===== config.mk =====
export PLATFORM = sky130hd
export DESIGN_NAME = ntm_controller_output_vector
export DESIGN_NICKNAME = d
export VERILOG_FILES = /design/src/design/ntm_output_pkg.sv /design/src/design/ntm_controller_output_vector.sv /design/src/design/ntm_output_writeback.sv /design/src/design/ntm_output_mac.sv /design/src/design/ntm_output_operand_fetch.sv /design/src/design/ntm_output_apb_regs.sv
export SDC_FILE = /design/constraint.sdc
export NUM_CORES = 2
export LEC_CHECK = 0
export BUFFER_PORTS_ARGS = -buffer_cell sky130_fd_sc_hd__buf_2
export CORE_ASPECT_RATIO = 1.4
export CORE_MARGIN = 8
export CORE_UTILIZATION = 30
export CTS_BUF_LIST = sky130_fd_sc_hd__clkbuf_4 sky130_fd_sc_hd__clkbuf_8
export CTS_CLUSTER_SIZE = 10
export DETAILED_ROUTE_END_ITERATION = 12
export SYNTH_ARGS = -nofsm -noshare
export SYNTH_HDL_FRONTEND = slang
export SYNTH_SLANG_ARGS = --single-unit
export TNS_END_PERCENT = 100

===== constraint.sdc =====
create_clock -name clk -period 18.7 [get_ports clk]
set_clock_uncertainty 0.05 [all_clocks]
set_input_delay 3.74 -clock clk [delete_from_list [all_inputs] [get_ports clk]]
set_output_delay 3.74 -clock clk [all_outputs]
set_load 0.02 [all_outputs]

===== src/design/ntm_output_pkg.sv =====
package ntm_output_pkg;

  ////////////////////////////////////////////////////////////
  // Sizes
  ////////////////////////////////////////////////////////////

  // Element width and largest matrix dimension
  localparam int ntm_data_width = 16;
  localparam int ntm_max_dim    = 8;

  typedef logic [2:0]                ntm_idx_t;
  typedef logic [3:0]                ntm_size_t;
  typedef logic [ntm_data_width-1:0] ntm_data_t;

  ////////////////////////////////////////////////////////////
  // Register map
  ////////////////////////////////////////////////////////////

  // Top two address bits select the window
  typedef enum logic [1:0] {
    region_ctrl   = 2'd0,
    region_u_mat  = 2'd1,
    region_h_vec  = 2'd2,
    region_nu_vec = 2'd3
  } ntm_region_e;

  // Word indices inside the control window
  localparam logic [5:0] reg_ctrl   = 6'd0;
  localparam logic [5:0] reg_status = 6'd1;
  localparam logic [5:0] reg_size_y = 6'd2;
  localparam logic [5:0] reg_size_l = 6'd3;

  // Flat word view for registers and vectors
  typedef struct packed {
    ntm_region_e region;
    logic [5:0]  word;
    logic [1:0]  byte_off;
  } ntm_reg_view_s;

  // Row and column view for the U matrix
  typedef struct packed {
    ntm_region_e region;
    ntm_idx_t    row;
    ntm_idx_t    col;
    logic [1:0]  byte_off;
  } ntm_mat_view_s;

  typedef union packed {
    ntm_reg_view_s reg_view;
    ntm_mat_view_s mat_view;
  } ntm_apb_addr_u;

  ////////////////////////////////////////////////////////////
  // Stage records
  ////////////////////////////////////////////////////////////

  // Fetch to MAC
  typedef struct packed {
    logic      valid;
    ntm_idx_t  row;
    logic      first;
    logic      last;
    ntm_data_t u;
    ntm_data_t h;
  } ntm_fetch_s;

  // MAC to writeback
  typedef struct packed {
    logic      valid;
    ntm_idx_t  row;
    ntm_data_t value;
  } ntm_nu_s;

endpackage

===== src/design/ntm_controller_output_vector.sv =====
`timescale 1ns/1ns

module ntm_controller_output_vector (
  input  logic        clk,
  input  logic        rst_n,
  input  logic [9:0]  paddr,
  input  logic        psel,
  input  logic        penable,
  input  logic        pwrite,
  input  logic [31:0] pwdata,
  output logic [31:0] prdata,
  output logic        pready,
  output logic        pslverr
);
  import ntm_output_pkg::*;

  // Control from the register block
  logic       start;
  ntm_size_t  size_y;
  ntm_size_t  size_l;

  // Operand read port
  ntm_idx_t   rd_row;
  ntm_idx_t   rd_col;
  ntm_data_t  u_word;
  ntm_data_t  h_word;

  // Pipeline records
  ntm_fetch_s fetch;
  ntm_nu_s    nu;

  // Result side
  logic       done;
  ntm_idx_t   nu_addr;
  ntm_data_t  nu_word;

  ntm_output_apb_regs u_apb_regs (
    .clk     (clk),
    .rst_n   (rst_n),
    .paddr   (paddr),
    .psel    (psel),
    .penable (penable),
    .pwrite  (pwrite),
    .pwdata  (pwdata),
    .prdata  (prdata),
    .pready  (pready),
    .pslverr (pslverr),
    .start   (start),
    .size_y  (size_y),
    .size_l  (size_l),
    .rd_row  (rd_row),
    .rd_col  (rd_col),
    .u_word  (u_word),
    .h_word  (h_word),
    .done    (done),
    .nu_addr (nu_addr),
    .nu_word (nu_word)
  );

  // Stage 1
  ntm_output_operand_fetch u_operand_fetch (
    .clk    (clk),
    .rst_n  (rst_n),
    .start  (start),
    .size_y (size_y),
    .size_l (size_l),
    .rd_row (rd_row),
    .rd_col (rd_col),
    .u_word (u_word),
    .h_word (h_word),
    .fetch  (fetch)
  );

  // Stage 2
  ntm_output_mac u_mac (
    .clk   (clk),
    .rst_n (rst_n),
    .fetch (fetch),
    .nu    (nu)
  );

  // Stage 3
  ntm_output_writeback u_writeback (
    .clk     (clk),
    .rst_n   (rst_n),
    .start   (start),
    .size_y  (size_y),
    .nu      (nu),
    .done    (done),
    .nu_addr (nu_addr),
    .nu_word (nu_word)
  );

endmodule


===== src/design/ntm_output_writeback.sv =====
`timescale 1ns/1ns

module ntm_output_writeback (
  input  logic                      clk,
  input  logic                      rst_n,
  input  logic                      start,
  input  ntm_output_pkg::ntm_size_t size_y,
  input  ntm_output_pkg::ntm_nu_s   nu,
  output logic                      done,
  input  ntm_output_pkg::ntm_idx_t  nu_addr,
  output ntm_output_pkg::ntm_data_t nu_word
);
  import ntm_output_pkg::*;

  ntm_data_t nu_mem [ntm_max_dim];
  ntm_size_t size_y_q;
  ntm_size_t rows_q;

  ////////////////////////////////////////////////////////////
  // Result memory and completion
  ////////////////////////////////////////////////////////////

  always_ff @(posedge clk or negedge rst_n) begin
    if (!rst_n) begin
      done     <= 1'b0;
      rows_q   <= '0;
      size_y_q <= 4'd1;
      for (int i = 0; i < ntm_max_dim; i++) begin
        nu_mem[i] <= '0;
      end
    end else begin
      if (start) begin
        // New run clears the row count and done
        done     <= 1'b0;
        rows_q   <= '0;
        size_y_q <= size_y;
      end else if (nu.valid) begin
        rows_q <= rows_q + 4'd1;
        // Last row written
        if (rows_q + 4'd1 == size_y_q) begin
          done <= 1'b1;
        end
      end
      if (nu.valid) begin
        nu_mem[nu.row] <= nu.value;
      end
    end
  end

  // Registered read port for APB
  always_ff @(posedge clk) begin
    nu_word <= nu_mem[nu_addr];
  end

endmodule


===== src/design/ntm_output_mac.sv =====
`timescale 1ns/1ns

module ntm_output_mac (
  input  logic                       clk,
  input  logic                       rst_n,
  input  ntm_output_pkg::ntm_fetch_s fetch,
  output ntm_output_pkg::ntm_nu_s    nu
);
  import ntm_output_pkg::*;

  ntm_data_t product;
  ntm_data_t sum;
  ntm_data_t acc_q;
  ntm_nu_s   nu_q;

  ////////////////////////////////////////////////////////////
  // Multiply and accumulate
  ////////////////////////////////////////////////////////////

  // Low half of the product only, sums wrap at 2^16
  assign product = fetch.u * fetch.h;

  // First column of a row restarts the sum
  assign sum = fetch.first ? product : acc_q + product;

  always_ff @(posedge clk or negedge rst_n) begin
    if (!rst_n) begin
      nu_q.valid <= 1'b0;
    end else begin
      // Hold the running sum between valid pairs
      if (fetch.valid) begin
        acc_q <= sum;
      end
      // Emit once per row on its last column
      nu_q.valid <= fetch.valid & fetch.last;
      nu_q.row   <= fetch.row;
      nu_q.value <= sum;
    end
  end

  assign nu = nu_q;

endmodule


===== src/design/ntm_output_operand_fetch.sv =====
`timescale 1ns/1ns

module ntm_output_operand_fetch (
  input  logic                       clk,
  input  logic                       rst_n,
  input  logic                       start,
  input  ntm_output_pkg::ntm_size_t  size_y,
  input  ntm_output_pkg::ntm_size_t  size_l,
  output ntm_output_pkg::ntm_idx_t   rd_row,
  output ntm_output_pkg::ntm_idx_t   rd_col,
  input  ntm_output_pkg::ntm_data_t  u_word,
  input  ntm_output_pkg::ntm_data_t  h_word,
  output ntm_output_pkg::ntm_fetch_s fetch
);
  import ntm_output_pkg::*;

  ntm_size_t  size_y_q;
  ntm_size_t  size_l_q;
  ntm_idx_t   row_q;
  ntm_idx_t   col_q;
  logic       active_q;
  logic       row_last;
  logic       col_last;
  ntm_fetch_s fetch_q;

  ////////////////////////////////////////////////////////////
  // Index scan
  ////////////////////////////////////////////////////////////

  // End of row and end of matrix
  assign col_last = ({1'b0, col_q} == size_l_q - 4'd1);
  assign row_last = ({1'b0, row_q} == size_y_q - 4'd1);

  // y outer, l inner, one pair per cycle
  always_ff @(posedge clk or negedge rst_n) begin
    if (!rst_n) begin
      active_q <= 1'b0;
      row_q    <= '0;
      col_q    <= '0;
      size_y_q <= 4'd1;
      size_l_q <= 4'd1;
    end else if (start) begin
      active_q <= 1'b1;
      row_q    <= '0;
      col_q    <= '0;
      size_y_q <= size_y;
      size_l_q <= size_l;
    end else if (active_q) begin
      if (col_last) begin
        col_q <= '0;
        if (row_last) begin
          active_q <= 1'b0;
        end else begin
          row_q <= row_q + 3'd1;
        end
      end else begin
        col_q <= col_q + 3'd1;
      end
    end
  end

  // Memory read address follows the counters
  assign rd_row = row_q;
  assign rd_col = col_q;

  ////////////////////////////////////////////////////////////
  // Stage register
  ////////////////////////////////////////////////////////////

  always_ff @(posedge clk or negedge rst_n) begin
    if (!rst_n) begin
      fetch_q.valid <= 1'b0;
    end else begin
      fetch_q.valid <= active_q;
      fetch_q.row   <= row_q;
      // Row boundary flags for the accumulator
      fetch_q.first <= (col_q == '0);
      fetch_q.last  <= col_last;
      fetch_q.u     <= u_word;
      fetch_q.h     <= h_word;
    end
  end

  assign fetch = fetch_q;

endmodule


===== src/design/ntm_output_apb_regs.sv =====
`timescale 1ns/1ns

module ntm_output_apb_regs (
  input  logic                      clk,
  input  logic                      rst_n,
  input  logic [9:0]                paddr,
  input  logic                      psel,
  input  logic                      penable,
  input  logic                      pwrite,
  input  logic [31:0]               pwdata,
  output logic [31:0]               prdata,
  output logic                      pready,
  output logic                      pslverr,
  output logic                      start,
  output ntm_output_pkg::ntm_size_t size_y,
  output ntm_output_pkg::ntm_size_t size_l,
  input  ntm_output_pkg::ntm_idx_t  rd_row,
  input  ntm_output_pkg::ntm_idx_t  rd_col,
  output ntm_output_pkg::ntm_data_t u_word,
  output ntm_output_pkg::ntm_data_t h_word,
  input  logic                      done,
  output ntm_output_pkg::ntm_idx_t  nu_addr,
  input  ntm_output_pkg::ntm_data_t nu_word
);
  import ntm_output_pkg::*;

  ntm_apb_addr_u addr;
  ntm_idx_t      word_idx;
  ntm_data_t     u_mem [ntm_max_dim*ntm_max_dim];
  ntm_data_t     h_mem [ntm_max_dim];
  logic          run_q;
  logic          busy;
  logic          nu_wait_q;
  logic          access;
  logic          is_nu;
  logic          size_ok;
  logic          wr_err;
  logic          wr_fire;

  ////////////////////////////////////////////////////////////
  // Address decode and handshake
  ////////////////////////////////////////////////////////////

  assign addr     = paddr;
  assign word_idx = addr.reg_view.word[2:0];
  assign access   = psel & penable;
  assign is_nu    = (addr.reg_view.region == region_nu_vec);

  // Result memory read is registered so nu needs one wait state
  assign pready = access & (~is_nu | nu_wait_q);

  always_ff @(posedge clk or negedge rst_n) begin
    if (!rst_n) begin
      nu_wait_q <= 1'b0;
    end else begin
      nu_wait_q <= access & is_nu & ~nu_wait_q;
    end
  end

  // Busy drops in the same cycle done rises
  assign busy = run_q & ~done;

  // Legal sizes are 1 to 8
  assign size_ok = (pwdata != 32'd0) && (pwdata <= 32'(ntm_max_dim));

  always_comb begin
    wr_err = 1'b0;
    case (addr.reg_view.region)
      region_ctrl: begin
        if (addr.reg_view.word == reg_status) begin
          wr_err = 1'b1;
        end else if (addr.reg_view.word == reg_size_y || addr.reg_view.word == reg_size_l) begin
          wr_err = busy | ~size_ok;
        end
      end
      region_u_mat,
      region_h_vec:  wr_err = busy;
      region_nu_vec: wr_err = 1'b1;
      default:       wr_err = 1'b0;
    endcase
  end

  assign pslverr = pready & pwrite & wr_err;
  assign wr_fire = pready & pwrite & ~wr_err;

  ////////////////////////////////////////////////////////////
  // Registers and operand memories
  ////////////////////////////////////////////////////////////

  always_ff @(posedge clk or negedge rst_n) begin
    if (!rst_n) begin
      start  <= 1'b0;
      run_q  <= 1'b0;
      size_y <= 4'd1;
      size_l <= 4'd1;
      for (int i = 0; i < ntm_max_dim*ntm_max_dim; i++) begin
        u_mem[i] <= '0;
      end
      for (int i = 0; i < ntm_max_dim; i++) begin
        h_mem[i] <= '0;
      end
    end else begin
      // Start is a single cycle pulse
      start <= 1'b0;
      if (start) begin
        run_q <= 1'b1;
      end else if (done) begin
        run_q <= 1'b0;
      end
      if (wr_fire) begin
        case (addr.reg_view.region)
          region_ctrl: begin
            // Start while busy is dropped silently
            if (addr.reg_view.word == reg_ctrl && pwdata[0] && !busy) begin
              start <= 1'b1;
            end
            if (addr.reg_view.word == reg_size_y) begin
              size_y <= pwdata[3:0];
            end
            if (addr.reg_view.word == reg_size_l) begin
              size_l <= pwdata[3:0];
            end
          end
          region_u_mat: begin
            u_mem[{addr.mat_view.row, addr.mat_view.col}] <= pwdata[ntm_data_width-1:0];
          end
          region_h_vec: begin
            h_mem[word_idx] <= pwdata[ntm_data_width-1:0];
          end
          default: begin
          end
        endcase
      end
    end
  end

  // Read data mux
  always_comb begin
    prdata = '0;
    case (addr.reg_view.region)
      region_ctrl: begin
        if (addr.reg_view.word == reg_status) begin
          prdata = {30'd0, done, busy};
        end else if (addr.reg_view.word == reg_size_y) begin
          prdata = 32'(size_y);
        end else if (addr.reg_view.word == reg_size_l) begin
          prdata = 32'(size_l);
        end
      end
      region_u_mat:  prdata = 32'(u_mem[{addr.mat_view.row, addr.mat_view.col}]);
      region_h_vec:  prdata = 32'(h_mem[word_idx]);
      region_nu_vec: prdata = 32'(nu_word);
      default:       prdata = '0;
    endcase
  end

  // Fetch side read ports
  assign u_word  = u_mem[{rd_row, rd_col}];
  assign h_word  = h_mem[rd_col];
  assign nu_addr = word_idx;

endmodule


==> impl_metrics.sql <==
INSERT INTO impl_metrics (metric_group, metric, value, unit) VALUES
('placed_design', 'preCtsSetupSlack', '6.03', 'ns'),
('floorplan', 'die_area', '272000', 'µm²'),
('synth', 'synthDominantAreaCellType', 'sky130_fd_sc_hd__dfrtp_1', ''),
('synth', 'ys_top_cells_by_count', 'sky130_fd_sc_hd__mux2_2, sky130_fd_sc_hd__dfrtp_1, sky130_fd_sc_hd__mux4_2', ''),
('cts', 'ctsHtreeMaxLevel', '4', ''),
('floorplan', 'initial_utilization', '0.302', ''),
('setup_path', 'worst-setup-path-type', 'in2out', ''),
('synth', 'async_reset_ff_frac', '0.937', ''),
('placed_design', 'input_output_buffers', '62', ''),
('run_status', 'status', 'finished, final reports clean', ''),
('timing', 'final.period_utilization', '0.672', ''),
('placed_design', 'dp_hpwl', '140', 'mm'),
('routing', 'vias_per_cell', '5.40', ''),
('synth', 'synth.yosys.seq_area_share', '0.461', ''),
('pwr', 'max-vdd-ir-drop', '0.0000814', 'V'),
('grt', 'congestion_overflow_gr', '0', ''),
('floorplan', 'die_height', '614', 'µm'),
('cts', 'cts_num_sinks', '1401', ''),
('setup_path', 'worstPathRequired', '14.91', 'ns'),
('pwr', 'clockPowerShare', '0.391', ''),
('pwr', 'static-leakage-power', '38.1', 'nW'),
('pwr', 'switchingPower', '1.97', 'mW'),
('timing', 'setup_viol', '0', ''),
('placed_design', 'place_congestion', '0.817', ''),
('timing', 'final_hold_violation_count', '0', ''),
('synth', 'post_synth_instance_area', '76600', 'µm²'),
('synth', 'synth.most_common_cell', 'sky130_fd_sc_hd__mux2_2', ''),
('timing', 'fmaxAchievable', '79.6', 'MHz'),
('synth', 'syn_area_per_cell', '15.6', 'µm²'),
('synth', 'synth-seq-cells', '1401', ''),
('cts', 'cts_tree', 'built', ''),
('routing', 'number_of_antenna_violating_nets_in_the_routed_design', '0', ''),
('setup_path', 'worst_setup_path_start_kind', 'input port', ''),
('floorplan', 'coreArea', '254000', 'µm²'),
('pwr', 'seq_power_share', '0.457', ''),
('worst_hold_path', 'min_path_type', 'reg2reg', ''),
('grt', 'total_routing_usage_gr', '0.164', ''),
('synth', 'ys_dominant_reg_cell', 'sky130_fd_sc_hd__dfrtp_1', ''),
('routing', 'drt_drc', '0', ''),
('layout', 'area.sequential', '35400', 'µm²'),
('cts', 'cts_stage_hold_buffer_count', '0', ''),
('timing', 'post-route-min-period', '12.56', 'ns'),
('routing', 'post_drt_wl_per_cell', '27.1', 'µm'),
('timing', 'rsz0062_at_grt', 'false', ''),
('routing', 'detail_route.iter0.violations', '3513', ''),
('timing', 'fin_setup_tns', '0', 'ns'),
('pwr', 'switching_share', '0.278', ''),
('setup_path', 'worst_setup_path_end_kind', 'output pin', ''),
('timing', 'worst_pin_slew', '1.17', 'ns'),
('routing', 'routed-via-count', '45100', ''),
('cts', 'cts_resized', '0', ''),
('routing', 'postRouteWirelength', '227', 'mm'),
('grt', 'antenna_violations_before_repair', '12', ''),
('layout', 'nNetsFinal', '5080', ''),
('pwr', 'p_comb_frac', '0.151', ''),
('timing', 'final_max_slew_viol_count', '0', ''),
('synth', 'synth-warning-count', '0', ''),
('flow_run', 'max_cap_viols', '0', ''),
('synth', 'post_synth_inst_count', '4917', ''),
('routing', 'dr.pass1.iters', '5', ''),
('pwr', 'power-per-cell-area', '83.2', 'nW/µm²'),
('grt', 'largest_net_degree_at_the_start_of_global_routing', '169', ''),
('floorplan', 'die_x', '443', 'µm'),
('layout', 'layout-area-overhead-vs-synth', '10.8', '%'),
('synth', 'synth.lib_cells_used.distinct', '68', ''),
('synth', 'synth_edf_count', '72', ''),
('setup_path', 'worstPathArrival', '8.77', 'ns'),
('pwr', 'p_int', '5.09', 'mW'),
('floorplan', 'rows', '219', ''),
('layout', 'multiInputGateArea', '38900', 'µm²'),
('cts', 'cts_buffer_count', '223', '');
sequential cells by signal (all words and copies together), names as in the netlist, 16 cells and up:
| signal | count |
|---|---|
| u_writeback.nu_mem | 128 |
| u_apb_regs.u_mem | 1024 |
| u_mac.acc_q | 16 |
| u_apb_regs.h_mem | 128 |
| u_operand_fetch.fetch | 38 |
| u_mac.nu | 20 |
| u_writeback.nu_word | 16 |
critical path, stage by stage:
cell	delay (ns)
sky130_fd_sc_hd__buf_8	0.61
sky130_fd_sc_hd__buf_4	0.70
sky130_fd_sc_hd__buf_4	0.78
sky130_fd_sc_hd__mux4_2	0.60
sky130_fd_sc_hd__mux4_2	0.61
sky130_fd_sc_hd__mux4_2	0.58
sky130_fd_sc_hd__a21oi_1	0.49
sky130_fd_sc_hd__o22ai_1	0.25
sky130_fd_sc_hd__buf_2	0.23
per-layer routing:
metal / vias up / part of all wire / global-route usage / wire length, µm
li1: 18600 / - / - / -
met3: 510 / 0.049 / 0.0246 / 11200
met1: 24600 / 0.38 / 0.191 / 85000
met5: - / 0 / 0 / 0
met4: 0 / 0.059 / 0.0877 / 13400
met2: 1394 / 0.52 / 0.294 / 117000
cells by family after synthesis:
group,share of synthesized area
xor+xnor,0.00823
compound gates,0.0111
simple gates,0.0357
buf+inv,0.0326
mux,0.417
other cells,0.0000490
flops,0.461
fa+ha+maj,0.0336
through the flow:
step	util	hold WS (ns)	instance area, µm²	power [mW]	instances
2_1_floorplan	-	0.350	76600	4.01	4932
3_3_place_gp	0.316	0.352	80200	4.36	7966
3_5_place_dp	0.316	0.356	80200	4.37	7966
4_1_cts	0.334	0.371	84800	7.17	8352
5_1_grt	0.334	0.379	84800	7.39	8355
6_report	0.334	0.368	84800	7.06	8360
power by group through the flow:
stage / clock, mW / combinational [mW] / sequential (mW)
floorplan: 0 / 0.768 / 3.24
global placement: 0 / 1.09 / 3.28
detailed placement: 0 / 1.09 / 3.28
CTS: 2.84 / 1.10 / 3.23
global route: 2.97 / 1.18 / 3.24
finish: 2.76 / 1.07 / 3.23
cells in the final DEF, fill, tap and decap left out, types with 32 or more instances in the layout:
master	n
sky130_fd_sc_hd__mux2_2	1311
sky130_fd_sc_hd__fa_1	81
sky130_fd_sc_hd__ha_1	76
sky130_fd_sc_hd__a21oi_1	32
sky130_fd_sc_hd__clkbuf_8	274
sky130_fd_sc_hd__edfxtp_1	72
sky130_fd_sc_hd__buf_4	107
sky130_fd_sc_hd__buf_2	57
sky130_fd_sc_hd__xnor2_1	53
sky130_fd_sc_hd__inv_1	130
sky130_fd_sc_hd__nand2_1	219
sky130_fd_sc_hd__mux4_2	759
sky130_fd_sc_hd__and2_1	88
sky130_fd_sc_hd__nor2_1	43
sky130_fd_sc_hd__clkbuf_4	85
sky130_fd_sc_hd__dfrtp_1	1304
area by class of cell:
class,count,area share
inverter,131,0.00585
multi-input combinational,2944,0.459
timing repair buffer,175,0.0153
tap,3315,0.0489
clock inverter,27,0.00240
antenna,8,0.000236
sequential,1401,0.417
clock buffer,359,0.0520
final timing paths:
| check | slack (ns) | cells after the start | startpoint | to |
|---|---|---|---|---|
| worst max-delay path | 6.14 | 9 | paddr[2] | prdata[7] |
| worst min-delay path | 0.37 | 0 | u_operand_fetch.fetch[36] | u_mac.nu[18] |
| worst max register to register | 11.61 | 21 | u_operand_fetch.fetch[1] | u_mac.nu[15] |
| max in group asynchronous | 11.96 | 5 | rst_n | u_apb_regs.u_mem[45] |
| worst min register to register | 0.37 | 0 | u_operand_fetch.fetch[36] | u_mac.nu[18] |
| min in group asynchronous | 2.69 | 1 | rst_n | u_apb_regs.h_mem[109] |
Power figures use the tool's default switching activity.
